[src/hw/player_pkg.sv]
package player_pkg;

  // ============================================================
  // Sample format
  // ============================================================

  // One flash word carries two 16-bit halves
  parameter int HALF_W = 16;

  // Emitted sample is the upper byte of a half
  parameter int SAMPLE_W = 8;

  typedef logic signed [SAMPLE_W-1:0] sample_t;

  typedef logic [HALF_W-1:0] half_t;

  // ============================================================
  // Tempo divider
  // ============================================================

  typedef logic [15:0] tempo_div_t;

  // Clock cycles per playback tick, about 22 kHz at 50 MHz
  parameter tempo_div_t TEMPO_DIV_DEFAULT = 16'd2272;

  // Change applied per speed pulse
  parameter tempo_div_t TEMPO_DIV_STEP = 16'd100;

  // Fastest tempo allowed
  parameter tempo_div_t TEMPO_DIV_MIN = 16'd200;

  // Slowest tempo allowed
  parameter tempo_div_t TEMPO_DIV_MAX = 16'd10000;

endpackage

[src/hw/flash_pkg.sv]
package flash_pkg;

  // ============================================================
  // Flash bus geometry
  // ============================================================

  // Word address width of the flash bus
  parameter int ADDR_W = 23;

  // Data word width, two audio halves per word
  parameter int WORD_W = 32;

  typedef logic [ADDR_W-1:0] flash_addr_t;

  typedef logic [WORD_W-1:0] flash_word_t;

  // ============================================================
  // Sample region
  // ============================================================

  // Samples occupy words 0 up to this address
  parameter flash_addr_t FLASH_LAST_ADDR_DEFAULT = 23'h7FFFF;

endpackage

[src/hw/playback_if.sv]
`timescale 1ns/1ps

interface playback_if;

  // Captures the word returned by the flash
  logic load_word;

  // Emit the half that comes first in the current direction
  logic emit_first;

  // Emit the remaining half
  logic emit_second;

  // Advance the word address
  logic step_addr;

  modport ctrl (
    output load_word,
    output emit_first,
    output emit_second,
    output step_addr
  );

  modport buffer (
    input load_word,
    input emit_first,
    input emit_second
  );

  modport stepper (
    input step_addr
  );

endinterface

[src/hw/tempo_timer.sv]
`timescale 1ns/1ps

module tempo_timer #(
  parameter player_pkg::tempo_div_t DIV_DEFAULT = player_pkg::TEMPO_DIV_DEFAULT,
  parameter player_pkg::tempo_div_t DIV_STEP    = player_pkg::TEMPO_DIV_STEP,
  parameter player_pkg::tempo_div_t DIV_MIN     = player_pkg::TEMPO_DIV_MIN,
  parameter player_pkg::tempo_div_t DIV_MAX     = player_pkg::TEMPO_DIV_MAX
) (
  input  logic CLK_50M,
  input  logic mem_interp_control_wires,
  input  logic speed_up,
  input  logic speed_down,
  input  logic speed_reset,
  output logic tick
);

  player_pkg::tempo_div_t div_q;
  player_pkg::tempo_div_t cnt_q;
  logic                   speed_evt;

  // Any tempo request restarts the count
  assign speed_evt = speed_up | speed_down | speed_reset;

  // ============================================================
  // Divider register with clamping
  // ============================================================
  always_ff @(posedge CLK_50M or posedge mem_interp_control_wires)
  begin
    if (mem_interp_control_wires)
    begin
      div_q <= DIV_DEFAULT;
    end
    else if (speed_reset)
    begin
      div_q <= DIV_DEFAULT;
    end
    else if (speed_up)
    begin
      // Smaller divider means faster playback
      if (div_q < DIV_MIN + DIV_STEP)
        div_q <= DIV_MIN;
      else
        div_q <= div_q - DIV_STEP;
    end
    else if (speed_down)
    begin
      if (div_q > DIV_MAX - DIV_STEP)
        div_q <= DIV_MAX;
      else
        div_q <= div_q + DIV_STEP;
    end
  end

  // ============================================================
  // Free running tick counter
  // ============================================================
  always_ff @(posedge CLK_50M or posedge mem_interp_control_wires)
  begin
    if (mem_interp_control_wires)
    begin
      cnt_q <= '0;
      tick  <= 1'b0;
    end
    else if (speed_evt)
    begin
      cnt_q <= '0;
      tick  <= 1'b0;
    end
    else if (cnt_q == div_q - 1'b1)
    begin
      // One pulse per divider period
      cnt_q <= '0;
      tick  <= 1'b1;
    end
    else
    begin
      cnt_q <= cnt_q + 1'b1;
      tick  <= 1'b0;
    end
  end

endmodule

[src/hw/flash_read_fsm.sv]
`timescale 1ns/1ps

module flash_read_fsm (
  input  logic     CLK_50M,
  input  logic     mem_interp_control_wires,
  input  logic     tick,
  input  logic     pause,
  input  logic     flash_waitrequest,
  input  logic     flash_readdatavalid,
  output logic     flash_read,
  playback_if.ctrl ctrl
);

  typedef enum logic [2:0] {
    S_READ,
    S_WAIT_DATA,
    S_WAIT_FIRST,
    S_WAIT_SECOND,
    S_STEP
  } state_t;

  state_t state;
  logic   tick_ok;

  // Ticks only count while playing
  assign tick_ok = tick && !pause;

  // ============================================================
  // Strobes toward the data modules
  // ============================================================
  assign ctrl.load_word   = (state == S_WAIT_DATA) && flash_readdatavalid;
  assign ctrl.emit_first  = (state == S_WAIT_FIRST) && tick_ok;
  assign ctrl.emit_second = (state == S_WAIT_SECOND) && tick_ok;
  assign ctrl.step_addr   = (state == S_STEP);

  // ============================================================
  // State and read request
  // ============================================================
  always_ff @(posedge CLK_50M or posedge mem_interp_control_wires)
  begin
    if (mem_interp_control_wires)
    begin
      state      <= S_READ;
      flash_read <= 1'b0;
    end
    else
    begin
      case (state)
        S_READ:
        begin
          // Raise the request first, then hold it until accepted
          if (!flash_read)
          begin
            flash_read <= 1'b1;
          end
          else if (!flash_waitrequest)
          begin
            flash_read <= 1'b0;
            state      <= S_WAIT_DATA;
          end
        end
        S_WAIT_DATA:
        begin
          if (flash_readdatavalid)
            state <= S_WAIT_FIRST;
        end
        S_WAIT_FIRST:
        begin
          if (tick_ok)
            state <= S_WAIT_SECOND;
        end
        S_WAIT_SECOND:
        begin
          if (tick_ok)
            state <= S_STEP;
        end
        S_STEP:
        begin
          // Address moves this cycle, next request goes out with it
          flash_read <= 1'b1;
          state      <= S_READ;
        end
        default:
        begin
          flash_read <= 1'b0;
          state      <= S_READ;
        end
      endcase
    end
  end

endmodule

[src/hw/address_stepper.sv]
`timescale 1ns/1ps

module address_stepper #(
  parameter flash_pkg::flash_addr_t LAST_ADDR = flash_pkg::FLASH_LAST_ADDR_DEFAULT
) (
  input  logic                   CLK_50M,
  input  logic                   mem_interp_control_wires,
  input  logic                   direction,
  playback_if.stepper            stepper,
  output flash_pkg::flash_addr_t flash_address
);

  // ============================================================
  // Word address with wrap in both directions
  // ============================================================
  always_ff @(posedge CLK_50M or posedge mem_interp_control_wires)
  begin
    if (mem_interp_control_wires)
    begin
      flash_address <= '0;
    end
    else if (stepper.step_addr)
    begin
      if (direction)
      begin
        // Forward, end of region goes back to word 0
        if (flash_address == LAST_ADDR)
          flash_address <= '0;
        else
          flash_address <= flash_address + 1'b1;
      end
      else
      begin
        // Backward
        if (flash_address == '0)
          flash_address <= LAST_ADDR;
        else
          flash_address <= flash_address - 1'b1;
      end
    end
  end

endmodule

[src/hw/sample_buffer.sv]
`timescale 1ns/1ps

module sample_buffer (
  input  logic                   CLK_50M,
  input  logic                   mem_interp_control_wires,
  input  logic                   direction,
  input  flash_pkg::flash_word_t flash_readdata,
  playback_if.buffer             buffer,
  output player_pkg::sample_t    sample,
  output logic                   sample_valid
);

  flash_pkg::flash_word_t word_q;
  player_pkg::half_t      sel_half;
  logic                   take_low;
  logic                   emit;

  assign emit = buffer.emit_first | buffer.emit_second;

  // Forward plays low half first, backward plays high half first
  assign take_low = buffer.emit_first ? direction : !direction;

  assign sel_half = take_low ? word_q[player_pkg::HALF_W-1:0]
                             : word_q[2*player_pkg::HALF_W-1:player_pkg::HALF_W];

  // ============================================================
  // Data path
  // ============================================================
  always_ff @(posedge CLK_50M)
  begin
    if (buffer.load_word)
      word_q <= flash_readdata;
    if (emit)
      sample <= sel_half[player_pkg::HALF_W-1 -: player_pkg::SAMPLE_W];
  end

  // Valid follows the emit strobe by one cycle
  always_ff @(posedge CLK_50M or posedge mem_interp_control_wires)
  begin
    if (mem_interp_control_wires)
    begin
      sample_valid <= 1'b0;
    end
    else
    begin
      sample_valid <= emit;
    end
  end

endmodule

[src/hw/flash_audio_player.sv]
`timescale 1ns/1ps

module flash_audio_player #(
  parameter flash_pkg::flash_addr_t LAST_ADDR   = flash_pkg::FLASH_LAST_ADDR_DEFAULT,
  parameter player_pkg::tempo_div_t DIV_DEFAULT = player_pkg::TEMPO_DIV_DEFAULT,
  parameter player_pkg::tempo_div_t DIV_STEP    = player_pkg::TEMPO_DIV_STEP,
  parameter player_pkg::tempo_div_t DIV_MIN     = player_pkg::TEMPO_DIV_MIN,
  parameter player_pkg::tempo_div_t DIV_MAX     = player_pkg::TEMPO_DIV_MAX
) (
  input  logic                   CLK_50M,
  input  logic                   mem_interp_control_wires,
  input  logic                   direction,
  input  logic                   pause,
  input  logic                   speed_up,
  input  logic                   speed_down,
  input  logic                   speed_reset,
  // Flash read bus
  output logic                   flash_read,
  output flash_pkg::flash_addr_t flash_address,
  input  logic                   flash_waitrequest,
  input  flash_pkg::flash_word_t flash_readdata,
  input  logic                   flash_readdatavalid,
  // Audio out
  output player_pkg::sample_t    sample,
  output logic                   sample_valid
);

  logic tick;

  playback_if pb ();

  tempo_timer #(
    .DIV_DEFAULT (DIV_DEFAULT),
    .DIV_STEP    (DIV_STEP),
    .DIV_MIN     (DIV_MIN),
    .DIV_MAX     (DIV_MAX)
  ) tempo_timer_i (
    .CLK_50M                  (CLK_50M),
    .mem_interp_control_wires (mem_interp_control_wires),
    .speed_up                 (speed_up),
    .speed_down               (speed_down),
    .speed_reset              (speed_reset),
    .tick                     (tick)
  );

  flash_read_fsm flash_read_fsm_i (
    .CLK_50M                  (CLK_50M),
    .mem_interp_control_wires (mem_interp_control_wires),
    .tick                     (tick),
    .pause                    (pause),
    .flash_waitrequest        (flash_waitrequest),
    .flash_readdatavalid      (flash_readdatavalid),
    .flash_read               (flash_read),
    .ctrl                     (pb.ctrl)
  );

  address_stepper #(
    .LAST_ADDR (LAST_ADDR)
  ) address_stepper_i (
    .CLK_50M                  (CLK_50M),
    .mem_interp_control_wires (mem_interp_control_wires),
    .direction                (direction),
    .stepper                  (pb.stepper),
    .flash_address            (flash_address)
  );

  sample_buffer sample_buffer_i (
    .CLK_50M                  (CLK_50M),
    .mem_interp_control_wires (mem_interp_control_wires),
    .direction                (direction),
    .flash_readdata           (flash_readdata),
    .buffer                   (pb.buffer),
    .sample                   (sample),
    .sample_valid             (sample_valid)
  );

endmodule

[config.mk]
export PLATFORM = sky130hd
export DESIGN_NAME = flash_audio_player
export DESIGN_NICKNAME = d
export VERILOG_FILES = /design/src/hw/player_pkg.sv /design/src/hw/flash_pkg.sv /design/src/hw/playback_if.sv /design/src/hw/tempo_timer.sv /design/src/hw/flash_read_fsm.sv /design/src/hw/address_stepper.sv /design/src/hw/sample_buffer.sv /design/src/hw/flash_audio_player.sv
export SDC_FILE = /design/constraint.sdc
export NUM_CORES = 1
export LEC_CHECK = 0
export CORE_MARGIN = 2
export CORE_UTILIZATION = 65
export CTS_CLUSTER_DIAMETER = 150
export DETAILED_ROUTE_END_ITERATION = 8
export DONT_BUFFER_PORTS = 1
export GPL_TIMING_DRIVEN = 1
export MAX_ROUTING_LAYER = met4
export PLACE_DENSITY = 0.91
export SLEW_MARGIN = 20
export SYNTH_ARGS = -nofsm -noshare
export SYNTH_HDL_FRONTEND = slang
export SYNTH_HIERARCHICAL = 1
export SYNTH_SLANG_ARGS = --single-unit
[constraint.sdc]
create_clock -name CLK_50M -period 3.9 [get_ports CLK_50M]
set_clock_uncertainty 0.1 [all_clocks]
set_input_delay 0 -clock CLK_50M [delete_from_list [all_inputs] [get_ports CLK_50M]]
set_output_delay 0 -clock CLK_50M [all_outputs]
set_load 0.05 [all_outputs]
======== Yosys cells after proc, flatten, opt, wreduce, memory -nomap -nowiden ========
Cells that the tools add are included.
word-level totals
  register bits after elaboration ......... 101
  bits in latches ......................... 0
  bits in writable memories ............... 0
  bits in read-only memories .............. 0
  input port bits ......................... 41
  output and inout bits ................... 33
  logic and storage cells ................. 65
  memories ................................ 0
cells by class
  $add $sub $neg .......................... 6
  multiply operators ...................... 0
  div/mod/pow operators ................... 0
  $lt $le $gt $ge ......................... 2
  equality and inequality tests ........... 11
  shift-type cells ........................ 0
  muxes and demuxes ....................... 23
  bitwise logic cells ..................... 3
  reductions and logical operators ........ 11
operator list
  cell                     count
  $mux W16                 8
  $mux W23                 3
  $add A23 B1 Y23 const B  1
  $eq A23 B19 Y1 const B   1
  $logic_not A23 Y1        1
  $sub A23 B1 Y23 const B  1
  $add A16 B1 Y16 const B  1
  $add A16 B7 Y16 const B  1
  $eq A16 B16 Y1           1
  $gt A16 B14 Y1 const B   1
  $lt A16 B9 Y1 const B    1
  $sub A16 B1 Y16 const B  1
  $sub A16 B7 Y16 const B  1
  $mux W3                  5
  $pmux W3 S4              1
  $eq A3 B2 Y1 const B     2
  $ne A2 B1 Y1 const B     3
  $mux W1                  5
  $reduce_and A5 Y1        1
  $logic_and A1 B1 Y1      4
  $ne A2 B2 Y1 const B     2
  $eq A3 B1 Y1 const B     1
  $eq A3 B3 Y1 const B     1
  $logic_not A3 Y1         1
  other kinds (5)          8

======== Logic depth before layout (Yosys ltp) ========
  depth in word-level cells ............... 5
  depth in mapped cells ................... 11
  mapped depth without buffers ............ 8

======== Cells and area by module ========
Netlist, hierarchy kept.
modules (own cells, without submodules)
  module           instances  cells an instance  area each (sq um)  seq. area each (sq um)
  tempo_timer      1          297                2,386.0            780.7
  address_stepper  1          291                2,212.1            575.6
  sample_buffer    1          36                 862.1              745.7
  flash_read_fsm   1          27                 251.5              100.1

======== Worst setup path before layout ========
Ideal clock, no wire load.
  kind .................................... reg2reg
  start point ............................. register flash_read_fsm_i.state[2]
  end point ............................... register sample_buffer_i.word_q[10], enable pin
  setup time .............................. 0.436 ns
  arrival ................................. 2.332 ns
  required time ........................... 3.364 ns
  path slack .............................. 1.032 ns
  cell stages (with the launch flop) ...... 3
  path buffers ............................ 1
  clock period less this slack ............ 2.868 ns
  cells stage by stage .................... dfrtp_1 -> clkbuf_1 -> nor4b_1
between the ends
  cells in the longest elaborated chain, start to end .. 2
RTL lines
  item                    line                  text
  start, declared         flash_read_fsm.sv:22  state_t state;
  start signal, assigned  flash_read_fsm.sv:43  state <= S_READ;
  start signal, assigned  flash_read_fsm.sv:59  state <= S_WAIT_DATA;
  start signal, assigned  flash_read_fsm.sv:65  state <= S_WAIT_FIRST;
  $eq A3 B1 Y1            flash_read_fsm.sv:31  assign ctrl.load_word = (state == S_WAIT_DATA) && flash_readdatavalid;
  $logic_and A1 B1 Y1     flash_read_fsm.sv:31
  net pb.load_word        playback_if.sv:6      logic load_word;
  end signal, assigned    sample_buffer.sv:32   word_q <= flash_readdata;
  end, declared           sample_buffer.sv:13   flash_pkg::flash_word_t word_q;
The timed path passes the listed nets, and every way through them passes these cells.
A chain may end at the register's enable or synchronous reset.

======== Worst setup path in the final report ========
  start point ............................. register address_stepper_i.flash_address[11]
  end point ............................... register address_stepper_i.flash_address[11]
between the ends
  cells in the longest elaborated chain, start to end .. 3
  elaborated cells on any way between the ends .. 7
  classes of those cells .................. add/sub (2); eq/ne (1); mux (3); reduce/logical (1)
RTL lines
  item                                     line                                          text
  start, declared                          address_stepper.sv:10                         output flash_pkg::flash_addr_t flash_address
  start signal, assigned                   address_stepper.sv:30                         flash_address <= flash_address + 1'b1;
  start signal, assigned                   address_stepper.sv:38                         flash_address <= flash_address - 1'b1;
  $sub A23 B1 Y23 (tied with other cells)  address_stepper.sv:38
  $mux W23, on equally long branches       address_stepper.sv:35, address_stepper.sv:27
  $mux W23 (*)                             address_stepper.sv:24                         if (direction)
Every way passes the cells marked *; elsewhere a longest branch is shown, timed or not.

==> impl_metrics.tcl <==
set metrics [dict create \
    finalHoldViolCount 0 \
    clockBufferDepth 2 \
    leakagePower_uw 0.00226 \
    pre_cts_ws_ps 920 \
    cp.required_ps 4100 \
    syn_area_sq_um 5710 \
    nFillCells 625 \
    cap_violations 0 \
    num-nets-final 697 \
    yosysSeqAreaShare_pct 38.6 \
    hold_class "in -> reg" \
    rows 34 \
    status "complete, no violations" \
    syn_inst 651 \
    overflow 0 \
    drc 0 \
    crit_chain "nor4_2 -> nand3_2 -> or2_1 -> a31o_1 -> dlygate4sd3_1 -> o22ai_1" \
    tns_ps 0 \
    synth.avg_cell_area_sq_um 8.77 \
    finalCritPeriodShare_pct 84.4 \
    area_growth_pct 8.04 \
    io-pin-count 74 \
    max_freq_mhz 304 \
    crit_type "reg -> reg" \
    dr.pass1.iters 6 \
    ys_warn_count 6 \
    via_per_inst 6.99 \
    path_clk_slew_ps 100 \
    crit_buf_inv 1 \
    drv_slew 0 \
    post_cts_resize_count 0 \
    tightest_slew_ps 1110 \
    irDropWorstVdd_uv 196 \
    dpl.hpwl_um 9920 \
    die_x_um 97.7 \
    rsz0062_at_grt "no" \
    initial_core_util_pct 66.1 \
    grt_use_total_pct 33.7 \
    slowest_stage "dfrtp_1" \
    synth_nets 698 \
    dieArea_sq_um 9550 \
    synth.distinct_cells 79 \
    htree_levels 3 \
    critPathMaxFanout 17 \
    num_vias 5344 \
    path_delay_family "simple AND/OR/NAND/NOR gates" \
    root_buffer "clkbuf_8" \
    synth_edf_count 24 \
    grt_pass1_vias 5175 \
    cts_buffers 9 \
    dieHeight_um 97.7 \
    clk_latency_ps 370 \
    start_kind "flip-flop" \
    gp_congestion 0.931 \
    max_stage_delay_ps 710 \
    wl_um 15100 \
    synth_top_cell_by_area "dfrtp_1" \
    yosys.cell_count.top_type "dfrtp_1" \
    ys_top_cells_by_area "dfrtp_1 24%, edfxtp_1 13%, xnor2_1 4.3%" \
    worst_ep_arrival_time_ps 3490 \
    slew-limit-headroom_pct 25.5 \
    ys_ff_latch 83 \
    port-buffer-count 0 \
    cts_sinks 83 \
    ant_nets 0 \
    power-per-cell-area_nw_per_um2 346 \
    synthArstFlopShare_pct 71.1 \
    coreArea_sq_um 8640 \
    period_needed_ps 3290 \
    cts_setup_buffers 0 \
    synth_common_cells "55 x dfrtp_1, 54 x nand2_1, 47 x nor2_1" \
    drive_gt1_share_pct 10.2 \
    cts_tree "built" \
    grt_pass1_wl_um 25400 \
    worstSetupEndpointType "flip-flop" \
    antenna_found_initial 1 \
    grt_max_degree 40 \
    worst_slack_ps 607 \
    drt-wirelength-per-cell_um 19.8 \
    ys.flop_type "dfrtp_1" \
    setup_viol 0 \
    yosys.area.top_type_share_pct 24.1 \
    drtIter0Drc 575 \
]
state kept, by name, indices dropped and copies added (netlist names):
signal / cells
address_stepper_i/flash_address: 23
flash_read_fsm_i/flash_read: 1
flash_read_fsm_i/state: 3
sample_buffer_i/sample: 8
sample_buffer_i/sample_valid: 1
sample_buffer_i/word_q: 16
tempo_timer_i/cnt_q: 16
tempo_timer_i/div_q: 14
tempo_timer_i/tick: 1
power breakdown:
part / internal, uW / switching (uW)
logic: 181 / 213
clock network: 254 / 373
registers: 961 / 151
per-stage QoR:
step	power (uW)	cells	utilization [%]	hold slack, ps	cell area (sq um)
6_report	2130	764	71.5	8.93	6170
3_5_place_dp	1460	716	65.4	-366	5650
2_1_floorplan	1400	651	-	-371	5710
3_3_place_gp	1430	716	65.4	-369	5650
4_1_cts	2120	763	71.4	11.2	6170
5_1_grt	2230	764	71.5	19.5	6170
routing by layer:
metal | vias up | routed length, um | track usage [%]
li1 | 2400 | - | -
met2 | 370 | 7550 | 54.8
met3 | 73 | 1520 | 6.37
met1 | 2501 | 5540 | 41.8
met5 | - | 0 | -
met4 | 0 | 523 | 13.5
worst reg2reg max path: stages, from the launching register on:
cell and delay [ps]:
dfrtp_1 710, nor4_2 620, nand3_2 240, or2_1 550, a31o_1 330, dlygate4sd3_1 570
o22ai_1 110
worst paths after layout:
path / start / to / slack, ps / cells after the start
min in group asynchronous: mem_interp_control_wires / flash_read_fsm_i/state[2]$_DFFE_PP0P_ / 500 / 3
worst min register to register: tempo_timer_i/cnt_q[0]$_DFF_PP0_ / tempo_timer_i/cnt_q[0]$_DFF_PP0_ / 380 / 1
worst min-delay path: direction / sample_buffer_i/sample[7]$_DFFE_PP_ / 9 / 2
worst max-delay path: address_stepper_i/flash_address[11]$_DFFE_PP0P_ / address_stepper_i/flash_address[11]$_DFFE_PP0P_ / 610 / 6
max in group asynchronous: mem_interp_control_wires / address_stepper_i/flash_address[3]$_DFFE_PP0P_ / 2260 / 3
worst max register to register: address_stepper_i/flash_address[11]$_DFFE_PP0P_ / address_stepper_i/flash_address[11]$_DFFE_PP0P_ / 610 / 6
placed cells by master (no fill, tap or decap), drive strengths merged, types with 5 or more instances in the layout:
master / netlist / final
a21oi: 42 / 42
a31oi: 19 / 19
and3: 12 / 12
buf: 25 / 10
clkbuf: 27 / 9
dfrtp: 55 / 55
dlygate4sd3: 0 / 30
edfxtp: 24 / 24
ha: 6 / 6
inv: 24 / 29
mux2: 8 / 8
nand2: 54 / 54
nand2b: 5 / 5
nand3: 33 / 33
nand4: 16 / 16
nor2: 48 / 48
nor3: 38 / 38
nor3b: 5 / 5
nor4: 18 / 18
o21a: 8 / 8
o21ai: 46 / 46
o311ai: 5 / 5
or2: 5 / 5
or3: 7 / 7
xnor2: 28 / 28
xor2: 20 / 20
repair_timing:
| action | 4_1_cts | 5_1_grt |
|---|---|---|
| hold buffers | 31 | 0 |
| hold endpoints to repair | 119 | 0 |
| endpoints found under the setup margin | 0 | 0 |
area by class of cell:
class,instances,area (sq um),area share (%)
clock buffer,9,124,2.01
antenna,1,2.50,0.0406
multi-input combinational,492,3160,51.1
clock inverter,7,73.8,1.20
tap,108,135,2.19
timing repair buffer,40,388,6.29
sequential,83,2200,35.7
inverter,24,90.1,1.46
cells by family (layout without fill, tap and decap cells):
family | count (synthesis) | in the layout | share of synthesized area, %
adders and majority gates | 6 | 6 | 1.31
buffers and inverters | 76 | 80 | 6.35
and+or+nand+nor | 264 | 264 | 25.4
other | 0 | 1 | 0
xor gates and xnor gates | 48 | 48 | 7.49
AOI/OAI and AO/OA | 166 | 166 | 19.3
DFF | 83 | 83 | 38.6
muxes | 8 | 8 | 1.58
No activity file was read; power rests on OpenSTA's default activity.
